[config.mk]
export PLATFORM = sky130hd
export DESIGN_NAME = raster_regs
export DESIGN_NICKNAME = d
export VERILOG_FILES = /design/src/source/raster_pkg.sv /design/src/source/wb_pkg.sv /design/src/source/raster_regs.sv
export VERILOG_INCLUDE_DIRS = /design/src /design/src/source
export SDC_FILE = /design/constraint.sdc
export NUM_CORES = 1
export LEC_CHECK = 0
export BUFFER_PORTS_ARGS = -buffer_cell sky130_fd_sc_hd__buf_2
export CORE_ASPECT_RATIO = 0.9
export CORE_MARGIN = 2
export CORE_UTILIZATION = 50
export CTS_CLUSTER_SIZE = 24
export DETAILED_ROUTE_END_ITERATION = 12
export PLACE_DENSITY_LB_ADDON = 0.08
export SYNTH_ARGS = -nofsm -noshare
export SYNTH_HDL_FRONTEND = slang
export SYNTH_SLANG_ARGS = --single-unit
[constraint.sdc]
create_clock -name clk -period 7.4 [get_ports clk]
set_input_delay 1.48 -clock clk [delete_from_list [all_inputs] [get_ports clk]]
set_output_delay 1.48 -clock clk [all_outputs]
set_load 0.005 [all_outputs]
[src/source/raster_defs.svh]
//####################
// rasterizer widths, sizes, queue depths
// and register word addresses
//####################
`ifndef RASTER_DEFS_SVH
`define RASTER_DEFS_SVH

`define RASTER_CORDW      16  // signed coordinate width
`define RASTER_CIDXW      4   // colour index width
`define RASTER_FB_W       64  // frame buffer width in pixels
`define RASTER_FB_H       64  // frame buffer height in pixels
`define RASTER_FB_AW      12  // log2 of width times height
`define RASTER_CMD_DEPTH  4   // line commands waiting
`define RASTER_PIX_DEPTH  8   // pixels between stepper and memory

`define RASTER_REG_X0     0   // start x
`define RASTER_REG_Y0     1   // start y
`define RASTER_REG_X1     2   // end x
`define RASTER_REG_Y1     3   // end y
`define RASTER_REG_CIDX   4   // line colour
`define RASTER_REG_CMD    5   // write pushes a line
`define RASTER_REG_STATUS 6   // bit 0 busy
`define RASTER_FB_SEL     12  // adr bit of the frame buffer window

`endif

[src/source/raster_pkg.sv]
//####################
// drawing types: coordinates, colour,
// line commands and pixel records
//####################
`include "raster_defs.svh"

package raster_pkg;

    typedef logic signed [`RASTER_CORDW-1:0] coord_t;  // screen position, may be off screen
    typedef logic [`RASTER_CIDXW-1:0] cidx_t;          // palette index

    // one queued line, endpoints inclusive
    typedef struct packed {
        coord_t x0;
        coord_t y0;
        coord_t x1;
        coord_t y1;
        cidx_t  cidx;
    } line_cmd_t;

    // one plotted point, not yet clipped
    typedef struct packed {
        coord_t x;
        coord_t y;
        cidx_t  cidx;
    } pixel_t;

endpackage

[src/source/wb_pkg.sv]
//####################
// wishbone classic request and response
//####################

package wb_pkg;

    // host to slave
    typedef struct packed {
        logic        cyc;  // bus cycle open
        logic        stb;  // transfer strobe
        logic        we;   // write
        logic [15:0] adr;  // word address
        logic [31:0] dat;  // write data
        logic [3:0]  sel;  // byte lanes
    } wb_req_t;

    // slave to host
    typedef struct packed {
        logic [31:0] dat;  // read data
        logic        ack;  // one cycle per request
    } wb_resp_t;

endpackage

[src/source/raster_regs.sv]
//####################
// wishbone slave, line registers,
// command push and status
//####################
`timescale 1ns/1ps
`include "raster_defs.svh"

module raster_regs import raster_pkg::*, wb_pkg::*; (
    input  wire logic     clk,
    input  wire logic     rst,
    input  wire wb_req_t  bus_req,
    output wb_resp_t      bus_resp,
    output logic          fb_sel,     // request targets frame buffer
    input  wire wb_resp_t fb_resp,
    output line_cmd_t     cmd,        // current register set
    output logic          cmd_valid,
    input  wire logic     cmd_ready,
    input  wire logic     busy        // any queue or sequencer work
);
    localparam int fb_bit = `RASTER_FB_SEL;

    coord_t      x0_r;
    coord_t      y0_r;
    coord_t      x1_r;
    coord_t      y1_r;
    cidx_t       cidx_r;
    logic        reg_ack;   // one cycle after request
    logic [31:0] reg_dat;
    logic        req;
    logic        reg_hit;   // register window
    logic        wr_cmd;
    logic        take;      // accept this request

    always_comb begin
        req       = bus_req.cyc && bus_req.stb;
        fb_sel    = req && bus_req.adr[fb_bit];
        reg_hit   = req && !bus_req.adr[fb_bit];
        wr_cmd    = reg_hit && bus_req.we && (bus_req.adr == `RASTER_REG_CMD);
        cmd_valid = wr_cmd && !reg_ack;  // held by host until queue has room
        take      = reg_hit && !reg_ack && (!wr_cmd || cmd_ready);
        cmd       = '{x0: x0_r, y0: y0_r, x1: x1_r, y1: y1_r, cidx: cidx_r};
        bus_resp.ack = reg_ack || fb_resp.ack;
        bus_resp.dat = fb_resp.ack ? fb_resp.dat : reg_dat;
    end

    always_ff @(posedge clk) begin
        reg_ack <= take;
        if (take) begin
            if (bus_req.we && |bus_req.sel) begin
                case (bus_req.adr)
                    `RASTER_REG_X0:   x0_r   <= bus_req.dat[`RASTER_CORDW-1:0];
                    `RASTER_REG_Y0:   y0_r   <= bus_req.dat[`RASTER_CORDW-1:0];
                    `RASTER_REG_X1:   x1_r   <= bus_req.dat[`RASTER_CORDW-1:0];
                    `RASTER_REG_Y1:   y1_r   <= bus_req.dat[`RASTER_CORDW-1:0];
                    `RASTER_REG_CIDX: cidx_r <= bus_req.dat[`RASTER_CIDXW-1:0];
                    default: ;  // cmd push handled by the queue
                endcase
            end
            case (bus_req.adr)
                `RASTER_REG_X0:     reg_dat <= 32'(x0_r);  // sign extended
                `RASTER_REG_Y0:     reg_dat <= 32'(y0_r);
                `RASTER_REG_X1:     reg_dat <= 32'(x1_r);
                `RASTER_REG_Y1:     reg_dat <= 32'(y1_r);
                `RASTER_REG_CIDX:   reg_dat <= 32'(cidx_r);
                `RASTER_REG_STATUS: reg_dat <= {31'd0, busy};
                default:            reg_dat <= '0;
            endcase
        end
        if (rst) begin
            reg_ack <= 1'b0;
            x0_r    <= '0;
            y0_r    <= '0;
            x1_r    <= '0;
            y1_r    <= '0;
            cidx_r  <= '0;
        end
    end

endmodule

==> results.yml <==
run_status:
  status: "finished, final reports clean"
critical_path:
  critPathRequiredTime_ns: 5.92
  cp_cell_sequence: "buf_2 > or4_1 > nor4_1 > buf_2"
  start_kind: "input pin"
  path_buf_inv: 2
  crit_fanout: 11
  critPathTopFamily: "simple AND/OR/NAND/NOR gates"
  critPathKind: "input pin to output pin"
  max_stage_delay_ns: 0.79
  cp-end-kind: "output pin"
  crit_top_cell: "buf_2"
  critPathArrivalTime_ns: 2.87
  crit_slowest_cell: "or4_1"
job:
  max_cap_viol_count: 0
clocking:
  hold_buffers: 0
  insertion_delay_ns: 0.35
  cts_inserted_buffers: 9
  cts-root-buf: "clkbuf_8"
  clkSlewWorstSetupHoldPaths_ns: 0.08
  post_cts_buffers: 0
  clock_path_buffers: 2
  cts_resized: 0
  clkSinkCount: 85
  htree_levels: 3
  tritoncts: "built"
grt:
  grt_max_degree: 86
  grt.overflow.total: 0
  grtUsageTotal: 0.256
  grt_pass1_vias: 3551
  grt_pass1_wl_mm: 18.1
  antenna_found_initial: 0
timing:
  setup_tns_ns: 0
  fin_crit_ns: 4.35
  finalSetupViolCount: 0
  hold_violations: 0
  max_clock_freq_mhz: 230
  tightestPinTransition_ns: 1.04
  skew_ns: 0.00666
  min_period_over_period: 0.588
  final-max-slew-violation-count: 0
  maxSlewHeadroom: 0.300
  rsz0062_at_grt: "false"
logic_synthesis:
  seq_area_frac_synth: 0.448
  synth-edff-count: 16
  synth_area_um2: 4150
  synth_top_family_by_area: "simple AND/OR/NAND/NOR gates"
  synth_compound_area_frac: 0.103
  postSynthAreaPerCell_um2: 9.61
  ys_ff_latch: 85
  muxShareOfSynthArea: 0.168
  synth-xor-area-share: 0
  syn_nets: 524
  yosys.area_share.adder: 0
  syn_inst: 432
  ys_types: 37
  yosysWarnings: 0
  ys.flop_type: "dfxtp_1"
  async_flop_share: 0
  yosys.area_share.simple: 0.242
pwr:
  vdd_drop_max_mv: 0.143
  power_density_nw_per_um2: 172
  p_int_uw: 704
  p_clk_frac: 0.396
  power_switching_uw: 210
  sw_frac_of_total: 0.230
  combPwrFrac: 0.086
  p_seq_frac: 0.518
  leakage_nw: 2.53
drt:
  drt-pass1-iter-count: 5
  drt-wirelength-per-cell_um: 16.9
  drt_iter0_markers: 230
  via_per_inst: 5.50
  wirelength_mm: 11.8
  final_antenna_net_count: 0
  vias: 3845
  drc: 0
placement:
  port_buffers: 178
  dp_hpwl_mm: 8.32
  gp_congestion: 0.835
  placed_area_um2: 5100
floorplan:
  rows: 31
  die_h_um: 90.5
  die_x_um: 100
  ios: 195
  fp.coreArea_um2: 8070
  dieArea_um2: 9050
  start_util: 0.515
final_layout:
  multiInputGateArea_um2: 2170
  final_cell_mix: "buf_2 (178), nand2b_1 (69), dfxtp_1 (69)"
  drive_gt1_frac: 0.378
  nets: 687
  syn_to_final_growth_pct: 28.2
  num_antenna_cells: 0
  final_area_um2: 5320
  register_area_um2: 1860
  final_common_cell: "buf_2"
  n_fill_cell: 691
min_path:
  hold_path.class: "flip-flop to flip-flop"
path summary, 6_finish.rpt:
kind / startpoint / end / slack, ns / depth (start not counted)
worst min-delay path: x0_r[7] / x0_r[7] / 0.49 / 2
worst max register to register: reg_ack / y0_r[15] / 5.04 / 4
worst min register to register: x0_r[7] / x0_r[7] / 0.49 / 2
worst max-delay path: bus_req[45] / cmd_valid / 3.05 / 4
power groups by stage:
stage / combinational (mW) / clock [mW] / sequential (mW)
after floorplan: 0.0380 / 0 / 0.484
after global placement: 0.0760 / 0 / 0.484
after detailed placement: 0.0779 / 0 / 0.484
after CTS: 0.0782 / 0.367 / 0.473
after global routing: 0.0855 / 0.384 / 0.474
final: 0.0782 / 0.362 / 0.473
cell usage after synthesis (5+ instances only):
library cell  instances  share of area
mux2i_1              53           0.13
clkbuf_1             24          0.022
dfxtp_1              69           0.33
nand2_1              50          0.045
a22oi_1              29          0.052
buf_2                 5         0.0060
mux2_2               15          0.041
nand2b_1             69           0.10
a21oi_1              17          0.020
nand3_1              21          0.025
o21ai_1              17          0.020
nor4_1                5         0.0075
edfxtp_1             16           0.12
kinds of logic (layout without fill, tap and decap cells):
family	Yosys count	count (layout)
AND/OR/NAND/NOR	176	176
flip-flops	85	85
AO/OA/AOI/OAI	68	68
multiplexers	68	68
buffers and inverters	35	203
sequential cells by signal, indices dropped and copies added, names as in the netlist:
signal and count:
reg_dat 16, x0_r 16, x1_r 16, y0_r 16
y1_r 16, cidx_r 4, reg_ack 1
stage by stage:
stage	total power, mW	utilization	cells	worst slack [ns]	hold slack [ns]
after floorplan	0.522	-	432	3.35	0.477
after global placement	0.560	0.632	683	3.07	0.473
after detailed placement	0.562	0.632	683	3.05	0.477
after CTS	0.918	0.660	699	3.05	0.488
after global routing	0.943	0.660	699	3.00	0.506
final	0.913	0.660	699	3.05	0.487
worst reg2reg max path, cell delays in order (launching register included):
cell,delay [ns]
dfxtp_1,0.34
nor4bb_1,0.53
nand2_1,0.27
or3_1,0.82
mux2i_1,0.24
layout make-up:
class / count / share of cell area
tap: 99 / 0.0233
multi-input combinational: 312 / 0.407
sequential: 85 / 0.350
clock inverter: 7 / 0.0183
timing repair buffer: 185 / 0.177
inverter: 2 / 0.00141
clock buffer: 9 / 0.0233
routing by layer:
layer / GRT usage / share of wire / up-vias
met5: 0 / 0 / -
met4: 0.0651 / 0.010 / 0
met3: 0.0728 / 0.090 / 11
met2: 0.426 / 0.47 / 162
met1: 0.328 / 0.43 / 1802
li1: - / - / 1870
(Power assumes the default switching activity.)
