===== config.mk =====
export PLATFORM = sky130hd
export DESIGN_NAME = render_line
export DESIGN_NICKNAME = d
export VERILOG_FILES = /design/src/source/raster_pkg.sv /design/src/source/draw_line.sv /design/src/source/render_line.sv
export VERILOG_INCLUDE_DIRS = /design/src /design/src/source
export SDC_FILE = /design/constraint.sdc
export NUM_CORES = 1
export LEC_CHECK = 0
export ABC_AREA = 1
export BUFFER_PORTS_ARGS = -buffer_cell sky130_fd_sc_hd__buf_2
export CAP_MARGIN = 20
export CORE_MARGIN = 1.5
export CORE_UTILIZATION = 45
export CTS_CLUSTER_SIZE = 25
export DETAILED_ROUTE_END_ITERATION = 10
export PLACE_DENSITY = 0.71
export SLEW_MARGIN = 5
export SYNTH_ARGS = -nofsm -noshare
export SYNTH_HDL_FRONTEND = slang
export SYNTH_SLANG_ARGS = --single-unit

===== constraint.sdc =====
create_clock -name clk -period 12.4 [get_ports clk]
set_input_delay 1.24 -clock clk [delete_from_list [all_inputs] [get_ports clk]]
set_output_delay 1.24 -clock clk [all_outputs]
set_load 0.02 [all_outputs]

===== src/source/raster_defs.svh =====
//####################
// rasterizer widths, sizes, queue depths
// and register word addresses
//####################
`ifndef RASTER_DEFS_SVH
`define RASTER_DEFS_SVH

`define RASTER_CORDW      16  // signed coordinate width
`define RASTER_CIDXW      4   // colour index width
`define RASTER_FB_W       64  // frame buffer width in pixels
`define RASTER_FB_H       64  // frame buffer height in pixels
`define RASTER_FB_AW      12  // log2 of width times height
`define RASTER_CMD_DEPTH  4   // line commands waiting
`define RASTER_PIX_DEPTH  8   // pixels between stepper and memory

`define RASTER_REG_X0     0   // start x
`define RASTER_REG_Y0     1   // start y
`define RASTER_REG_X1     2   // end x
`define RASTER_REG_Y1     3   // end y
`define RASTER_REG_CIDX   4   // line colour
`define RASTER_REG_CMD    5   // write pushes a line
`define RASTER_REG_STATUS 6   // bit 0 busy
`define RASTER_FB_SEL     12  // adr bit of the frame buffer window

`endif


===== src/source/raster_pkg.sv =====
//####################
// drawing types: coordinates, colour,
// line commands and pixel records
//####################
`include "raster_defs.svh"

package raster_pkg;

    typedef logic signed [`RASTER_CORDW-1:0] coord_t;  // screen position, may be off screen
    typedef logic [`RASTER_CIDXW-1:0] cidx_t;          // palette index

    // one queued line, endpoints inclusive
    typedef struct packed {
        coord_t x0;
        coord_t y0;
        coord_t x1;
        coord_t y1;
        cidx_t  cidx;
    } line_cmd_t;

    // one plotted point, not yet clipped
    typedef struct packed {
        coord_t x;
        coord_t y;
        cidx_t  cidx;
    } pixel_t;

endpackage


===== src/source/draw_line.sv =====
//####################
// bresenham line stepper
//####################
`timescale 1ns/1ps
`include "raster_defs.svh"

module draw_line import raster_pkg::*; (
    input  wire logic   clk,
    input  wire logic   rst,
    input  wire logic   start,    // load endpoints
    input  wire logic   oe,       // pixel taken, may step
    input  wire coord_t x0,       // first point
    input  wire coord_t y0,
    input  wire coord_t x1,       // last point
    input  wire coord_t y1,
    output coord_t      x,        // current pixel
    output coord_t      y,
    output logic        drawing,  // x,y valid
    output logic        done      // one cycle after last pixel taken
);
    localparam int ew = `RASTER_CORDW + 3;  // room for twice the error

    typedef enum logic [1:0] {st_idle, st_init, st_draw, st_done} state_t;
    state_t state;

    coord_t               xe;        // end point copy
    coord_t               ye;
    logic signed [ew-1:0] dx;        // abs x distance
    logic signed [ew-1:0] dy;        // minus abs y distance
    logic signed [ew-1:0] err;       // running error
    logic                 right;     // x steps up
    logic                 down;      // y steps up
    logic signed [ew-1:0] dx_in;     // raw deltas at start
    logic signed [ew-1:0] dy_in;
    logic signed [ew-1:0] err_now;   // error used this cycle
    logic signed [ew-1:0] e2;
    logic signed [ew-1:0] err_next;
    logic                 step_x;
    logic                 step_y;
    logic                 last;      // at end point

    always_comb begin
        dx_in    = x1 - x0;  // sign extended to ew
        dy_in    = y1 - y0;
        err_now  = (state == st_init) ? dx + dy : err;  // first step seeds error
        e2       = err_now <<< 1;
        step_x   = (e2 >= dy);
        step_y   = (e2 <= dx);
        err_next = err_now;
        if (step_x) err_next = err_next + dy;
        if (step_y) err_next = err_next + dx;
        last     = (x == xe) && (y == ye);
        drawing  = (state == st_init) || (state == st_draw);
        done     = (state == st_done);
    end

    always_ff @(posedge clk) begin
        case (state)
            st_init, st_draw: begin
                if (oe) begin  // current pixel accepted
                    if (last) begin
                        state <= st_done;
                    end else begin
                        state <= st_draw;
                        err   <= err_next;
                        if (step_x) x <= right ? x + 1 : x - 1;
                        if (step_y) y <= down ? y + 1 : y - 1;
                    end
                end
            end
            st_done: state <= st_idle;
            default: begin  // idle
                if (start) begin
                    x     <= x0;
                    y     <= y0;
                    xe    <= x1;
                    ye    <= y1;
                    dx    <= (dx_in < 0) ? -dx_in : dx_in;
                    dy    <= (dy_in < 0) ? dy_in : -dy_in;
                    right <= (dx_in >= 0);
                    down  <= (dy_in >= 0);
                    state <= st_init;
                end
            end
        endcase
        if (rst) state <= st_idle;
    end

endmodule


===== src/source/render_line.sv =====
//####################
// line command sequencer, owns the stepper
//####################
`timescale 1ns/1ps

module render_line import raster_pkg::*; (
    input  wire logic      clk,
    input  wire logic      rst,
    input  wire line_cmd_t cmd,        // queued line
    input  wire logic      cmd_valid,
    output logic           cmd_ready,  // only when idle
    output pixel_t         pix,        // coordinate plus colour
    output logic           pix_valid,
    input  wire logic      pix_ready,  // also the stepper enable
    output logic           active      // line in progress
);
    typedef enum logic [1:0] {st_idle, st_start, st_run} state_t;
    state_t state;

    line_cmd_t cur;          // line being drawn
    logic      line_start;   // pulse into stepper
    logic      line_done;
    logic      drawing;
    coord_t    px;
    coord_t    py;

    always_ff @(posedge clk) begin
        case (state)
            st_start: state <= st_run;
            st_run: begin
                if (line_done) state <= st_idle;  // pixels may still sit in the queue
            end
            default: begin  // idle
                if (cmd_valid) begin
                    cur   <= cmd;
                    state <= st_start;
                end
            end
        endcase
        if (rst) state <= st_idle;
    end

    always_comb begin
        cmd_ready  = (state == st_idle);
        line_start = (state == st_start);
        active     = (state != st_idle);
        pix        = '{x: px, y: py, cidx: cur.cidx};
        pix_valid  = drawing;  // stepper holds x,y until taken
    end

    draw_line draw_line_inst (
        .clk,
        .rst,
        .start(line_start),
        .oe(pix_ready),
        .x0(cur.x0),
        .y0(cur.y0),
        .x1(cur.x1),
        .y1(cur.y1),
        .x(px),
        .y(py),
        .drawing,
        .done(line_done)
    );

endmodule


==> metrics.txt <==
Syn Area/Cell=7.83 um2; DRT antenna net count=0; final setup margin=6430 ps; Final Critical Period=5970 ps; post-CTS setup repair buffer count=0; Reg-to-Reg Start=draw_line_inst.dy[0]$_DFFE_PP_; diode count=0; max_cap viols=0; H-Tree Depth=4; cts bufs inserted=17; die area=35100 um2; Ports=111; status=finished, final reports clean; register-to-register setup slack=6430 ps; grt total ovfl=0; Simple-Gate Fraction of Synth Area=26.3%; nets=2305; post-synthesis sequential area ratio=37.8%; hold path depth=0; Synth Warn #=0; CTS tree=yes; complex-gate fraction of the synthesized area=9.06%; Worst Hold Launch=cur[34]$_DFFE_PP_; 1st-iter DRT viols=970; Min-Delay Endpoint=draw_line_inst.xe[14]$_DFFE_PP_; Worst EP arrival=6180 ps; worst path required time=12610 ps; Filler cells=3280; Detailed Routing Iterations Pass 1=5; Critical Path Sink Type=register; Final Skew=14.5 ps; IO buf count=110; largest net degree at the start of global routing=69; Setup CP Type=reg -> reg; cell mode on critical path=nand2_1; Total GRT Usage=21.4%; Rows=67; RR Endpoint=draw_line_inst.err[10]$_DFFE_PP_; post-synthesis cell type count=47; worst-margin pin slew=824 ps; fmax=167 MHz; hold_buf cts=0; die width=187 um; Worst path slowest cell=edfxtp_1; number of synthesized register bits=194; largest family of logic cells by synthesized area=simple AND/OR/NAND/NOR gates; Tcrit/Tclk final=48.2%; DRC viols=0; area grow syn2layout=10.7%; clk_lat worst skew=450 ps; Syn Inst Count=1955; layout cells sized above 1=9.55%; setup TNS=0 ps; post_cts resized=0; CP peak stage delay=430 ps; final hold violations=0; Core Region=33500 um2; Worst-path clk slew=80 ps; Vias/cell=5.17; mux contribution to synthesized area=0%; initial antenna violation count=0; startpoint types=register; number of global-route vias before repair=12100; RSZ-0062 raised after global routing=no; HPWL Detailed=29800 um; FF-to-FF path depth=36; fin. max-slew vios=0; CP Max Fanout=20; drt wl/cell=14.7 um; Total Wirelength=37200 um; Via Count=13100; Routability Congestion=0.989; Starting Density=45.7%; wire length of the first global-routing pass=60300 um; adder-cell area share of the yosys netlist=13.7%; CTS Root Cell=clkbuf_16; Post-synth top flop=edfxtp_1; Max-slew headroom=45.1%; DIE HEIGHT=187 um; Post-synth EDFFs=190; Post-Place Setup Slack=6510 ps; Hold/Removal Path Class=reg -> reg; Longest Clk Path Bufs=2; FFs w/ async S/R, synth=0%; Num Clock Sinks=194; # setup viols final=0; Mapped Area=15300 um2; Synth Area in XOR/XNOR=5.21%
==> worst max path at each step <==
| stage | startpoint | end | slack (ps) | cells after the start |
|---|---|---|---|---|
| global route | draw_line_inst.dy[0]$_DFFE_PP_ | draw_line_inst.err[10]$_DFFE_PP_ | 5770 | 36 |
| global placement | draw_line_inst.dy[0]$_DFFE_PP_ | draw_line_inst.err[10]$_DFFE_PP_ | 6700 | 36 |
| detailed placement | draw_line_inst.dy[0]$_DFFE_PP_ | draw_line_inst.err[10]$_DFFE_PP_ | 6510 | 36 |
| floorplan | draw_line_inst.dy[0]$_DFFE_PP_ | draw_line_inst.err[10]$_DFFE_PP_ | 7570 | 38 |
| finish | draw_line_inst.dy[0]$_DFFE_PP_ | draw_line_inst.err[10]$_DFFE_PP_ | 6430 | 36 |
| CTS | draw_line_inst.dy[0]$_DFFE_PP_ | draw_line_inst.err[10]$_DFFE_PP_ | 6510 | 36 |
==> metrics by stage <==
stage	hold slack, ps	cell area [um2]	utilization (%)	std cells
final	470	16900	50.5	2531
after global routing	476	16900	50.5	2531
after CTS	470	16900	50.5	2531
after detailed placement	454	16400	48.8	2499
after global placement	452	16400	48.8	2499
after floorplan	426	15300	-	1956
==> routing by layer <==
| layer | share of wire, % | global-route usage [%] |
|---|---|---|
| met1 | 47 | 29.7 |
| met2 | 45 | 35.1 |
| met3 | 5.5 | 2.85 |
| met4 | 1.8 | 5.72 |
| met5 | 0 | 0 |
==> layout make-up <==
cell class / instances / area [um2] / share of cell area, %
clock inverters: 15 / 170 / 1.00
inverters: 286 / 1080 / 6.35
repair buffers: 118 / 611 / 3.60
flip-flops and latches: 194 / 5790 / 34.1
well taps: 448 / 561 / 3.31
multi-input cells: 1453 / 8320 / 49.1
clock buffers: 17 / 425 / 2.51
==> flip-flops by register name (all words and copies together) (netlist names) <==
signal,flops
draw_line_inst.dx,19
draw_line_inst.ye,16
pix,4
state,2
cur,64
draw_line_inst.dy,19
draw_line_inst.right,1
draw_line_inst.y,16
draw_line_inst.down,1
draw_line_inst.state,2
draw_line_inst.xe,16
draw_line_inst.err,18
draw_line_inst.x,16
==> logic make-up (layout without fill, tap and decap cells) <==
group,Yosys count,in the layout
and+or+nand+nor,950,950
buffers and inverters,309,436
AOI/OAI and AO/OA,247,247
DFF,194,194
adders and majority gates,163,163
xor gates and xnor gates,91,91
other,1,2
==> cell usage after synthesis, types with 2 or more instances <==
cell	instances	area share, %
o21bai_1	8	0.39
ha_1	156	13
buf_4	5	0.25
nor3_1	19	0.62
a21boi_0	5	0.25
inv_2	2	0.049
clkbuf_1	9	0.22
or2_1	4	0.16
nand3_2	5	0.33
a211oi_1	5	0.25
nand3b_1	14	0.69
buf_6	3	0.22
o31ai_1	4	0.20
o22ai_1	4	0.16
fa_1	7	0.92
edfxtp_1	190	37
a21oi_1	113	3.7
nand4_1	18	0.74
and2_1	8	0.33
xor2_1	60	3.4
a21o_1	20	0.98
nand2_1	576	14
o21ai_0	62	2.0
nor2_2	7	0.29
nand3_1	141	4.6
o211ai_1	2	0.098
dfxtp_1	4	0.52
or2_2	22	0.90
o21a_1	5	0.25
buf_2	4	0.13
nand2_2	5	0.20
o21ai_2	2	0.11
o21ai_1	12	0.39
xnor2_1	31	1.8
a31oi_1	2	0.082
nor2_1	128	3.1
inv_1	282	6.9
a221oi_1	2	0.11
==> cell usage in the layout, fill, tap and decap left out, drive strengths merged, types with 8 or more instances in the layout <==
master	synthesis	layout
nand2	582	582
inv	285	292
edfxtp	190	190
ha	156	156
nand3	146	146
nor2	135	135
buf	14	118
a21oi	113	113
o21ai	76	76
xor2	60	60
xnor2	31	31
or2	26	26
a21o	20	20
nor3	20	20
nand4	18	18
clkbuf	9	17
nand3b	14	14
o21bai	8	8
and2	8	8
==> worst max-delay path, delay by kind of cell, from the launching register on <==
family | cells | cell delay, ps
buffers and inverters | 3 | 390
xor gates and xnor gates | 1 | 80
adders and majority gates | 5 | 1640
and+or+nand+nor | 23 | 2310
DFF | 1 | 430
AOI/OAI and AO/OA | 4 | 860
Power is not shown: default switching activity piles up to over one toggle a cycle in this logic, so the estimate is an artifact.
