File: config.mk
export PLATFORM = sky130hd
export DESIGN_NAME = sync_fifo
export DESIGN_NICKNAME = d
export VERILOG_FILES = /design/src/source/sync_fifo.sv
export SDC_FILE = /design/constraint.sdc
export NUM_CORES = 1
export LEC_CHECK = 0
export BUFFER_PORTS_ARGS = -buffer_cell sky130_fd_sc_hd__buf_2
export CELL_PAD_IN_SITES_DETAIL_PLACEMENT = 1
export CELL_PAD_IN_SITES_GLOBAL_PLACEMENT = 1
export CORE_MARGIN = 4
export CORE_UTILIZATION = 42
export CTS_BUF_LIST = sky130_fd_sc_hd__clkbuf_16
export DETAILED_ROUTE_END_ITERATION = 8
export GPL_TIMING_DRIVEN = 1
export PLACE_DENSITY = 0.73
export SLEW_MARGIN = 30
export SYNTH_ARGS = -nofsm -noshare
export SYNTH_HDL_FRONTEND = slang
export SYNTH_SLANG_ARGS = --single-unit
File: constraint.sdc
create_clock -name clk -period 2.5 [get_ports clk]
set_input_delay 0.75 -clock clk [delete_from_list [all_inputs] [get_ports clk]]
set_output_delay 0.75 -clock clk [all_outputs]
set_load 0.05 [all_outputs]
File: src/source/sync_fifo.sv
//####################
// sync fifo, fall-through output
//####################
`timescale 1ns/1ps

module sync_fifo #(
    parameter type item_t = logic,
    parameter int  depth  = 4
) (
    input  wire logic  clk,
    input  wire logic  rst,
    input  wire item_t in_data,
    input  wire logic  in_valid,
    output logic       in_ready,   // not full
    output item_t      out_data,   // head entry
    output logic       out_valid,  // not empty
    input  wire logic  out_ready,
    output logic       empty
);
    localparam int aw = (depth > 1) ? $clog2(depth) : 1;  // pointer width
    localparam int cw = $clog2(depth + 1);                // count width

    item_t         mem [depth];  // entry storage
    logic [aw-1:0] rd_ptr;
    logic [aw-1:0] wr_ptr;
    logic [cw-1:0] count;        // entries held
    logic          push;
    logic          pop;

    always_comb begin
        in_ready  = (count != cw'(depth));
        out_valid = (count != '0);
        empty     = (count == '0);
        out_data  = mem[rd_ptr];  // head visible without a pop
        push      = in_valid && in_ready;
        pop       = out_valid && out_ready;
    end

    always_ff @(posedge clk) begin
        if (push) mem[wr_ptr] <= in_data;
    end

    always_ff @(posedge clk) begin
        if (push) wr_ptr <= (wr_ptr == aw'(depth - 1)) ? '0 : wr_ptr + 1'b1;  // wrap
        if (pop) rd_ptr <= (rd_ptr == aw'(depth - 1)) ? '0 : rd_ptr + 1'b1;
        if (push && !pop) count <= count + 1'b1;
        else if (pop && !push) count <= count - 1'b1;  // both at once keeps count
        if (rst) begin
            rd_ptr <= '0;
            wr_ptr <= '0;
            count  <= '0;
        end
    end

endmodule

==> flow_metrics.py, run 1 <==
metrics = {
    "logic_synthesis": {
        "ys.flop_type": "dfxtp_1",
        "synth_edf_count": 4,
        "syn_inst": 54,
        "ys_ff_latch": 13,
        "yosysTopAreaCell": "dfxtp_1",
        "yosys_warnings": 0,
        "syn-num-nets": 66,
        "synth_area_um2": 631,
        "avgSynthCellArea_um2": 11.7,
        "synth_cell_types": 24,
        "yosys.area.top_type_share_pct": 28.6,
        "synthArstFlopShare_pct": 0,
        "synth_area_leaders": "dfxtp_1 (29%), edfxtp_1 (19%), ha_1 (12%)",
        "yosysSeqAreaShare_pct": 47.6,
    },
    "global_route": {
        "antenna_found_initial": 0,
        "overflow": 0,
        "grt_max_degree": 10,
        "grt_pass1_wl_mm": 2.07,
        "grt_pass1_vias": 453,
        "gr-usage-all-layers_pct": 14.5,
    },
    "finish": {
        "final_cell_mix": "dfxtp_1 (9), buf_2 (8), ha_1 (6)",
        "final_common_cell": "dfxtp_1",
        "fillers": 143,
        "final_cell_area_um2": 767,
        "syn_to_final_growth_pct": 21.6,
        "drive_gt1_share_pct": 32.3,
        "multi_input_area_um2": 307,
        "antenna-diode-count": 0,
        "utilization_pct": 56.8,
        "ff_latch_area_um2": 300,
        "final_cells": 80,
        "nNetsFinal": 78,
    },
    "place": {
        "placed_area_um2": 688,
        "numPortBuffers": 8,
        "finalWeightedCongestion": 0.701,
        "place_ws_ns": 0.0682,
        "hpwl_um": 971,
        "post-place-cells": 76,
    },
    "clock_tree": {
        "clk_latency_ns": 0.24,
        "clkSinkCount": 13,
        "cts-root-buf": "clkbuf_16",
        "cts_max_path_buffers": 2,
        "post_cts_buffers": 0,
        "path_clk_slew_ns": 0.05,
        "cts_hold_buf": 0,
        "cts.repair.resized": 0,
        "tritoncts": "built",
        "htree_levels": 1,
        "cts_made_buffers": 3,
    },
    "critical_path": {
        "worstSetupEndpointType": "register",
        "crit_family": "simple AND/OR/NAND/NOR gates",
        "cp-endpoint": "count[2]$_SDFFE_PP0P_",
        "critPathLaunchType": "register",
        "r2r_start": "count[0]$_SDFFE_PP0P_",
        "cp.depth": 8,
        "cp_max_fo": 7,
        "ff2ff_path_depth": 8,
        "crit_slowest_cell": "dfxtp_1",
        "regToRegSetupSlack_ns": 0.22,
        "path_buf_inv": 1,
        "arrival_ns": 2.46,
        "path_cells": "or3b_1, and2_4, ha_1, inv_1, fa_1, xor2_1, or3_2, a21oi_1",
        "max_stage_delay_ns": 0.44,
        "worstPathRequired_ns": 2.67,
        "r2r_end": "count[2]$_SDFFE_PP0P_",
        "crit_type": "reg -> reg",
        "critPathLaunch": "count[0]$_SDFFE_PP0P_",
    },
    "die": {
        "die_x_um": 46.8,
        "die_area_mm2": 0.00219,
        "die_height_um": 46.8,
        "core_mm2": 0.00135,
        "boundaryPins": 9,
        "start_util_pct": 46.7,
        "rows": 13,
    },
    "power": {
        "p_leak_nw": 0.351,
        "power_density_mw_per_mm2": 1440,
        "power_mw": 1.10,
        "vdd_ir_drop_max_mv": 0.694,
    },
    "routing": {
        "avgViaCountPerCell": 5.36,
        "drc": 0,
        "wirelength_mm": 1.28,
        "ant_nets": 0,
        "wl_per_cell_um": 16.0,
        "vias": 429,
        "first_pass_iters": 2,
        "drt_iter0_drc": 6,
    },
    "sta": {
        "finalSetupViolCount": 0,
        "period_needed_ns": 2.28,
        "hold_viol_final": 0,
        "setup_ws_ns": 0.216,
        "fmax_ghz": 0.438,
        "min_period_over_period_pct": 91.4,
        "report.final.slew_viol_count": 0,
        "worstMarginPinSlew_ns": 0.413,
        "fin_tns_setup_ns": 0,
        "finClkSkew_ns": 0.00178,
        "rsz0062_at_grt": "no",
        "holdWs_ns": 0.504,
        "slew_headroom_pct": 72.2,
    },
    "min_path": {
        "hp-class": "reg -> reg",
    },
    "job": {
        "cap_violations": 0,
    },
    "run_status": {
        "status": "finished clean",
    },
}
cells in the mapped netlist, types with 2 or more instances:
cell      number
mux2i_1        3
ha_1           6
and3_2         4
xor2_1         2
dfxtp_1        9
edfxtp_1       4
a21oi_1        2
nor2_1         3
or3_2          2
inv_1          4
nand2b_1       2
report_power, final:
part           switching (mW)  internal, mW
Combinational           0.306         0.172
Sequential             0.0522         0.272
Clock                  0.0886         0.211
final cells by class:
class                   instances  share of cell area [%]
clock inverters                 1                   0.489
well taps                      15                    2.45
inverters                       4                    1.96
flip-flops and latches         13                    39.2
multi-input cells              35                    40.0
clock buffers                   3                    9.79
repair buffers                  9                    6.20
worst reg2reg max path, cell delays in order, from the launching register on:
cell and delay (ns):
dfxtp_1 0.44, or3b_1 0.25, and2_4 0.20, ha_1 0.18
inv_1 0.06, fa_1 0.38, xor2_1 0.16, or3_2 0.41
a21oi_1 0.14
layer usage:
layer	share of wire (%)	GRT usage, %	up-vias
met5	0	0	-
met4	1.1	8.29	0
met2	54	25.0	3
met3	1.5	3.45	2
li1	-	-	208
met1	43	16.2	216
worst min-delay path by stage:
stage | to | depth (start not counted) | start
CTS | rd_ptr[0]$_SDFFE_PP0P_ | 2 | rd_ptr[0]$_SDFFE_PP0P_
finish | rd_ptr[0]$_SDFFE_PP0P_ | 2 | rd_ptr[0]$_SDFFE_PP0P_
detailed placement | count[2]$_SDFFE_PP0P_ | 2 | count[2]$_SDFFE_PP0P_
global route | rd_ptr[0]$_SDFFE_PP0P_ | 2 | rd_ptr[0]$_SDFFE_PP0P_
global placement | rd_ptr[0]$_SDFFE_PP0P_ | 2 | rd_ptr[0]$_SDFFE_PP0P_
floorplan | register | 2 | rd_ptr[0]$_SDFFE_PP0P_
kinds of logic (layout without fill, tap and decap cells):
group           count (synthesis)  count (layout)  share of synthesized area (%)
flops                          13              13                           47.6
buf+inv                         6              17                           3.77
simple gates                   17              17                           16.9
compound gates                  5               5                           5.55
mux                             4               4                           8.33
fa+ha+maj                       7               7                           15.1
xor+xnor                        2               2                           2.78
Note: power is estimated with default switching activity, not from simulation.
==> run 2: changes to the inputs <==
- CELL_PAD_IN_SITES_GLOBAL_PLACEMENT: 1 -> 2
- CORE_UTILIZATION: 42 -> 35
==> run 2 against run 1 <==
  * Fmax grew 1.8%
  * Clock power shrank 4%
  * Sequential power is essentially flat
  * Setup slack improved by 0.039 ns
  * Routed wire length fell by 24%
  * Global-route usage down 5.0 points
  * Register-to-register slack improved by 0.04 ns
  * Clock skew grew 0.0020 ns
  * Sequential share of layout area fell by 0.63 points
  * Via count fell by 5.1%
  * First-iteration DRC count is 67% lower
==> flow_metrics.py, run 2 (synthesis results as in run 1) <==
metrics = {
    "run_status": {
        "status": "finished clean",
    },
    "sta": {
        "finClkSkew_ns": 0.00379,
        "min_period_over_period_pct": 89.8,
        "worstMarginPinSlew_ns": 0.311,
        "report.final.slew_viol_count": 0,
        "fmax_ghz": 0.445,
        "hold_viol_final": 0,
        "fin_tns_setup_ns": 0,
        "period_needed_ns": 2.24,
        "rsz0062_at_grt": "no",
        "finalSetupViolCount": 0,
        "slew_headroom_pct": 79.1,
    },
    "die": {
        "die_area_mm2": 0.00254,
        "die_height_um": 50.4,
        "core_mm2": 0.00171,
        "start_util_pct": 36.9,
        "rows": 15,
        "die_x_um": 50.4,
        "boundaryPins": 9,
    },
    "critical_path": {
        "worstPathRequired_ns": 2.67,
        "crit_slowest_cell": "dfxtp_1",
        "regToRegSetupSlack_ns": 0.26,
        "cp_max_fo": 7,
        "worstSetupEndpointType": "register",
        "path_cells": "or3b_1, and2_4, ha_1, inv_1, fa_1, xor2_1, or3_2, a21oi_1",
        "critPathLaunchType": "register",
        "max_stage_delay_ns": 0.43,
        "arrival_ns": 2.42,
        "crit_type": "reg -> reg",
    },
    "clock_tree": {
        "cts_max_path_buffers": 2,
        "cts_hold_buf": 0,
        "cts-root-buf": "clkbuf_16",
        "cts.repair.resized": 0,
        "htree_levels": 1,
        "cts_made_buffers": 3,
        "clkSinkCount": 13,
        "clk_latency_ns": 0.24,
        "path_clk_slew_ns": 0.04,
        "post_cts_buffers": 0,
        "tritoncts": "built",
    },
    "global_route": {
        "antenna_found_initial": 0,
        "grt_pass1_wl_mm": 1.75,
        "gr-usage-all-layers_pct": 9.50,
        "grt_max_degree": 10,
        "overflow": 0,
        "grt_pass1_vias": 402,
    },
    "place": {
        "numPortBuffers": 8,
        "hpwl_um": 778,
        "finalWeightedCongestion": 0.667,
        "post-place-cells": 86,
    },
    "power": {
        "power_density_mw_per_mm2": 1360,
        "vdd_ir_drop_max_mv": 0.746,
        "p_leak_nw": 0.351,
    },
    "min_path": {
        "hp-class": "reg -> reg",
    },
    "routing": {
        "avgViaCountPerCell": 4.52,
        "drc": 0,
        "first_pass_iters": 2,
        "route.met2.wl_um": 414,
        "wirelength_um": 970,
        "wl_met3_um": 49,
        "wl_per_cell_um": 10.8,
        "ant_nets": 0,
        "routed.top_layer": "met4",
        "vias": 407,
        "m1WireLength_um": 482,
        "drt_iter0_drc": 2,
    },
    "finish": {
        "syn_to_final_growth_pct": 23.6,
        "nNetsFinal": 78,
        "drive_gt1_share_pct": 32.3,
        "final_common_cell": "dfxtp_1",
        "final_cell_mix": "dfxtp_1 (9), buf_2 (8), ha_1 (6)",
        "antenna-diode-count": 0,
        "final_cells": 90,
    },
    "job": {
        "cap_violations": 0,
    },
}
==> run 2: cell counts in the layout (fill, tap and decap cells not counted) <==
No cell type changed its count.
==> run 2: path summary, 6_finish.rpt <==
path / startpoint / end / depth (start not counted)
worst max-delay path: count[0]$_SDFFE_PP0P_ / count[2]$_SDFFE_PP0P_ / 8
worst min-delay path: rd_ptr[0]$_SDFFE_PP0P_ / register / 2
worst max register to register: count[0]$_SDFFE_PP0P_ / count[2]$_SDFFE_PP0P_ / 8
worst min register to register: rd_ptr[0]$_SDFFE_PP0P_ / register / 2
==> run 2: layout make-up <==
class / instances / area (um^2)
clock buffers: 3 / 75.1
clock inverters: 1 / 3.75
fillers: 193 / 928
inverters: 4 / 15.0
multi-input cells: 35 / 307
flip-flops and latches: 13 / 300
well taps: 25 / 31.3
repair buffers: 9 / 47.5
==> run 2: report_power, final <==
group          total [mW]  switching (mW)  internal [mW]
sequential          0.322          0.0493          0.272
clock               0.287          0.0768          0.210
combinational       0.454           0.285          0.169
==> run 2: per-layer routing <==
metal	global-route usage [%]	up-vias
li1	-	209
met1	11.2	189
met2	13.5	5
met3	5.34	4
met4	5.38	0
met5	0	-
==> run 2: worst max-delay path: cells and delay by family, from the launching register on <==
family | cells | cell delay (ns)
adder cells (fa/ha/maj) | 2 | 0.56
AND/OR/NAND/NOR | 3 | 0.85
flip-flops | 1 | 0.43
AO/OA/AOI/OAI | 1 | 0.14
buffers and inverters | 1 | 0.06
XOR/XNOR | 1 | 0.16
==> run 2: per-stage QoR <==
step | total power [mW] | hold WS (ns) | area [um^2] | setup WS [ns] | util, %
6_report | 1.06 | 0.504 | 779 | 0.255 | 45.6
5_1_grt | 1.13 | 0.544 | 779 | 0.106 | 45.6
4_1_cts | 1.08 | 0.508 | 779 | 0.231 | 45.6
3_5_place_dp | 0.785 | 0.502 | 701 | 0.0751 | 41.0
3_3_place_gp | 0.779 | 0.487 | 701 | 0.0844 | 41.0
2_1_floorplan | 0.686 | 0.464 | 631 | 0.137 | -
==> run 3: changes to the inputs <==
- ABC_AREA: unset -> 1
- CORE_ASPECT_RATIO: unset -> 0.7
- CORE_UTILIZATION: 35 -> 32
- MAX_ROUTING_LAYER: unset -> met4
==> run 3 against run 2 <==
  * Core utilization down 3.0 points
  * Synthesized cell count is 50% higher
  * Clock power about the same
  * Die area rose by 15%
  * Routed wire length grew 19%
  * Critical endpoint is now out_data
  * Largest cell class unchanged
==> flow_metrics.py, run 3 <==
metrics = {
    "min_path": {
        "hp-class": "reg -> reg",
        "min-delay-start": "rd_ptr[1]$_SDFFE_PP0P_",
    },
    "power": {
        "p_leak_nw": 0.410,
        "clkPwrFrac_pct": 27.0,
        "p_comb_share_pct": 42.8,
        "power_switching_share_pct": 41.5,
        "seq_power_share_pct": 30.2,
        "power_mw": 1.07,
        "power_density_mw_per_mm2": 1300,
        "p_int_uw": 628,
        "vdd_ir_drop_max_mv": 0.560,
        "switchingPower_uw": 445,
    },
    "global_route": {
        "grt_max_degree": 8,
        "grt_pass1_vias": 451,
        "gr-usage-all-layers_pct": 9.61,
        "antenna_found_initial": 0,
        "grt_pass1_wl_mm": 2.00,
        "overflow": 0,
    },
    "die": {
        "boundaryPins": 9,
        "core_mm2": 0.00194,
        "start_util_pct": 35.1,
        "die_area_mm2": 0.00294,
        "die_x_um": 63.1,
        "die_height_um": 46.6,
        "rows": 13,
    },
    "sta": {
        "report.final.slew_viol_count": 0,
        "fin_tns_setup_ns": 0,
        "period_needed_ns": 1.90,
        "hold_viol_final": 0,
        "finalSetupViolCount": 0,
        "worstMarginPinSlew_ns": 0.251,
        "fmax_ghz": 0.526,
        "slew_headroom_pct": 83.4,
        "min_period_over_period_pct": 76.0,
        "rsz0062_at_grt": "no",
        "holdWs_ns": 0.525,
        "finClkSkew_ns": 0.00392,
    },
    "clock_tree": {
        "tritoncts": "built",
        "cts_made_buffers": 3,
        "cts_hold_buf": 0,
        "cts.repair.resized": 0,
        "clkSinkCount": 13,
        "post_cts_buffers": 0,
        "clk_latency_ns": 0.24,
        "cts-root-buf": "clkbuf_16",
        "path_clk_slew_ns": 0.04,
        "cts_max_path_buffers": 2,
        "htree_levels": 1,
    },
    "finish": {
        "drive_gt1_share_pct": 17.2,
        "final_cell_mix": "inv_1 (17), nor2_1 (17), nand2_1 (11)",
        "antenna-diode-count": 0,
        "syn_to_final_growth_pct": 21.5,
        "fillers": 243,
        "nNetsFinal": 106,
    },
    "routing": {
        "wirelength_mm": 1.16,
        "first_pass_iters": 2,
        "vias": 496,
        "drt_iter0_drc": 16,
        "wl_per_cell_um": 10.1,
        "drc": 0,
        "avgViaCountPerCell": 4.31,
        "ant_nets": 0,
    },
    "logic_synthesis": {
        "synth_cell_types": 17,
        "ys.flop_type": "dfxtp_1",
        "yosys.area.top_type_share_pct": 26.5,
        "yosys_warnings": 0,
        "syn-num-nets": 93,
        "synth.most_common_cell": "nor2_1",
        "synth_common_cells": "nor2_1 (17), inv_1 (16), nand2_1 (11)",
        "synthArstFlopShare_pct": 0,
        "yosysSeqAreaShare_pct": 44.2,
        "synth_area_um2": 679,
        "synth_edf_count": 4,
        "ys_ff_latch": 13,
        "yosysTopAreaCell": "dfxtp_1",
        "synth_area_leaders": "dfxtp_1 (27%), edfxtp_1 (18%), ha_1 (11%)",
        "syn_inst": 81,
        "avgSynthCellArea_um2": 8.39,
    },
    "run_status": {
        "status": "finished clean",
    },
    "critical_path": {
        "arrival_ns": 1.15,
        "critPathLaunchType": "register",
        "path_cells": "inv_1, nor2_1, nor2_1, o21ai_0, o21ai_0, buf_2",
        "r2r_start": "count[1]$_SDFFE_PP0P_",
        "cp_max_fo": 3,
        "max_stage_delay_ns": 0.31,
        "worstPathRequired_ns": 1.75,
        "crit_type": "reg -> out",
        "crit_slowest_cell": "dfxtp_1",
        "worstSetupEndpointType": "output port",
    },
    "place": {
        "finalWeightedCongestion": 0.699,
        "hpwl_um": 966,
        "numPortBuffers": 8,
    },
    "job": {
        "cap_violations": 0,
    },
}
run 3: cell count changes after synthesis, sizes merged, moves of 3 or more:
cell / before / now
or3: 3 / 0
mux2i: 3 / 0
o21ai: 1 / 4
nor2: 3 / 18
nand2: 1 / 14
and3: 4 / 0
inv: 4 / 16
run 3: layer usage:
metal / share of wire, % / global-route usage [%] / wire length [um]
met5: 0 / - / 0
met2: 40 / 12.4 / 458
met1: 55 / 12.7 / 631
met3: 4.8 / 4.39 / 56
met4: 0.86 / 3.95 / 10
run 3: area by class of cell:
type	count	area, um^2	area share [%]
Multi-Input combinational cell	52	319	38.6
Sequential cell	13	300	36.4
Clock buffer	3	75.1	9.09
Inverter	16	60.1	7.27
Timing Repair Buffer	8	40.0	4.85
Tap cell	22	27.5	3.33
Clock inverter	1	3.75	0.455
run 3: cell families after synthesis:
| group | Yosys count | synth area share (%) |
|---|---|---|
| AND/OR/NAND/NOR | 37 | 26.5 |
| buffers and inverters | 16 | 8.84 |
| flip-flops | 13 | 44.2 |
| AO/OA/AOI/OAI | 7 | 5.16 |
| adder cells (fa/ha/maj) | 7 | 14.0 |
| XOR/XNOR | 1 | 1.29 |
run 3: metrics by stage:
| stage | cell area, um^2 | utilization [%] | setup slack [ns] | instances |
|---|---|---|---|---|
| after CTS | 826 | 42.7 | 0.575 | 115 |
| after global routing | 826 | 42.7 | 0.446 | 115 |
| final | 826 | 42.7 | 0.599 | 115 |
| after detailed placement | 747 | 38.6 | 0.368 | 111 |
| after global placement | 747 | 38.6 | 0.415 | 111 |
| after floorplan | 679 | - | 0.266 | 81 |
run 3: power by group through the flow:
stage / logic (mW) / clock network, mW / registers [mW]
after detailed placement: 0.465 / 0 / 0.329
after CTS: 0.468 / 0.302 / 0.325
after global placement: 0.461 / 0 / 0.329
after global routing: 0.516 / 0.316 / 0.333
final: 0.460 / 0.290 / 0.324
after floorplan: 0.376 / 0 / 0.319
run 3: worst max-delay path, delay by kind of cell (launching register included):
kind / cells / cell delay (ns)
DFF: 1 / 0.31
and+or+nand+nor: 2 / 0.11
AOI/OAI and AO/OA: 2 / 0.15
buffers and inverters: 2 / 0.35
run 3: path summary, 6_finish.rpt:
| check | cells past startpoint | to | slack [ns] |
|---|---|---|---|
| max | 6 | out_data | 0.60 |
| min | 2 | register | 0.53 |
| max reg2reg | 13 | count[2]$_SDFFE_PP0P_ | 0.62 |
| min reg2reg | 2 | register | 0.53 |
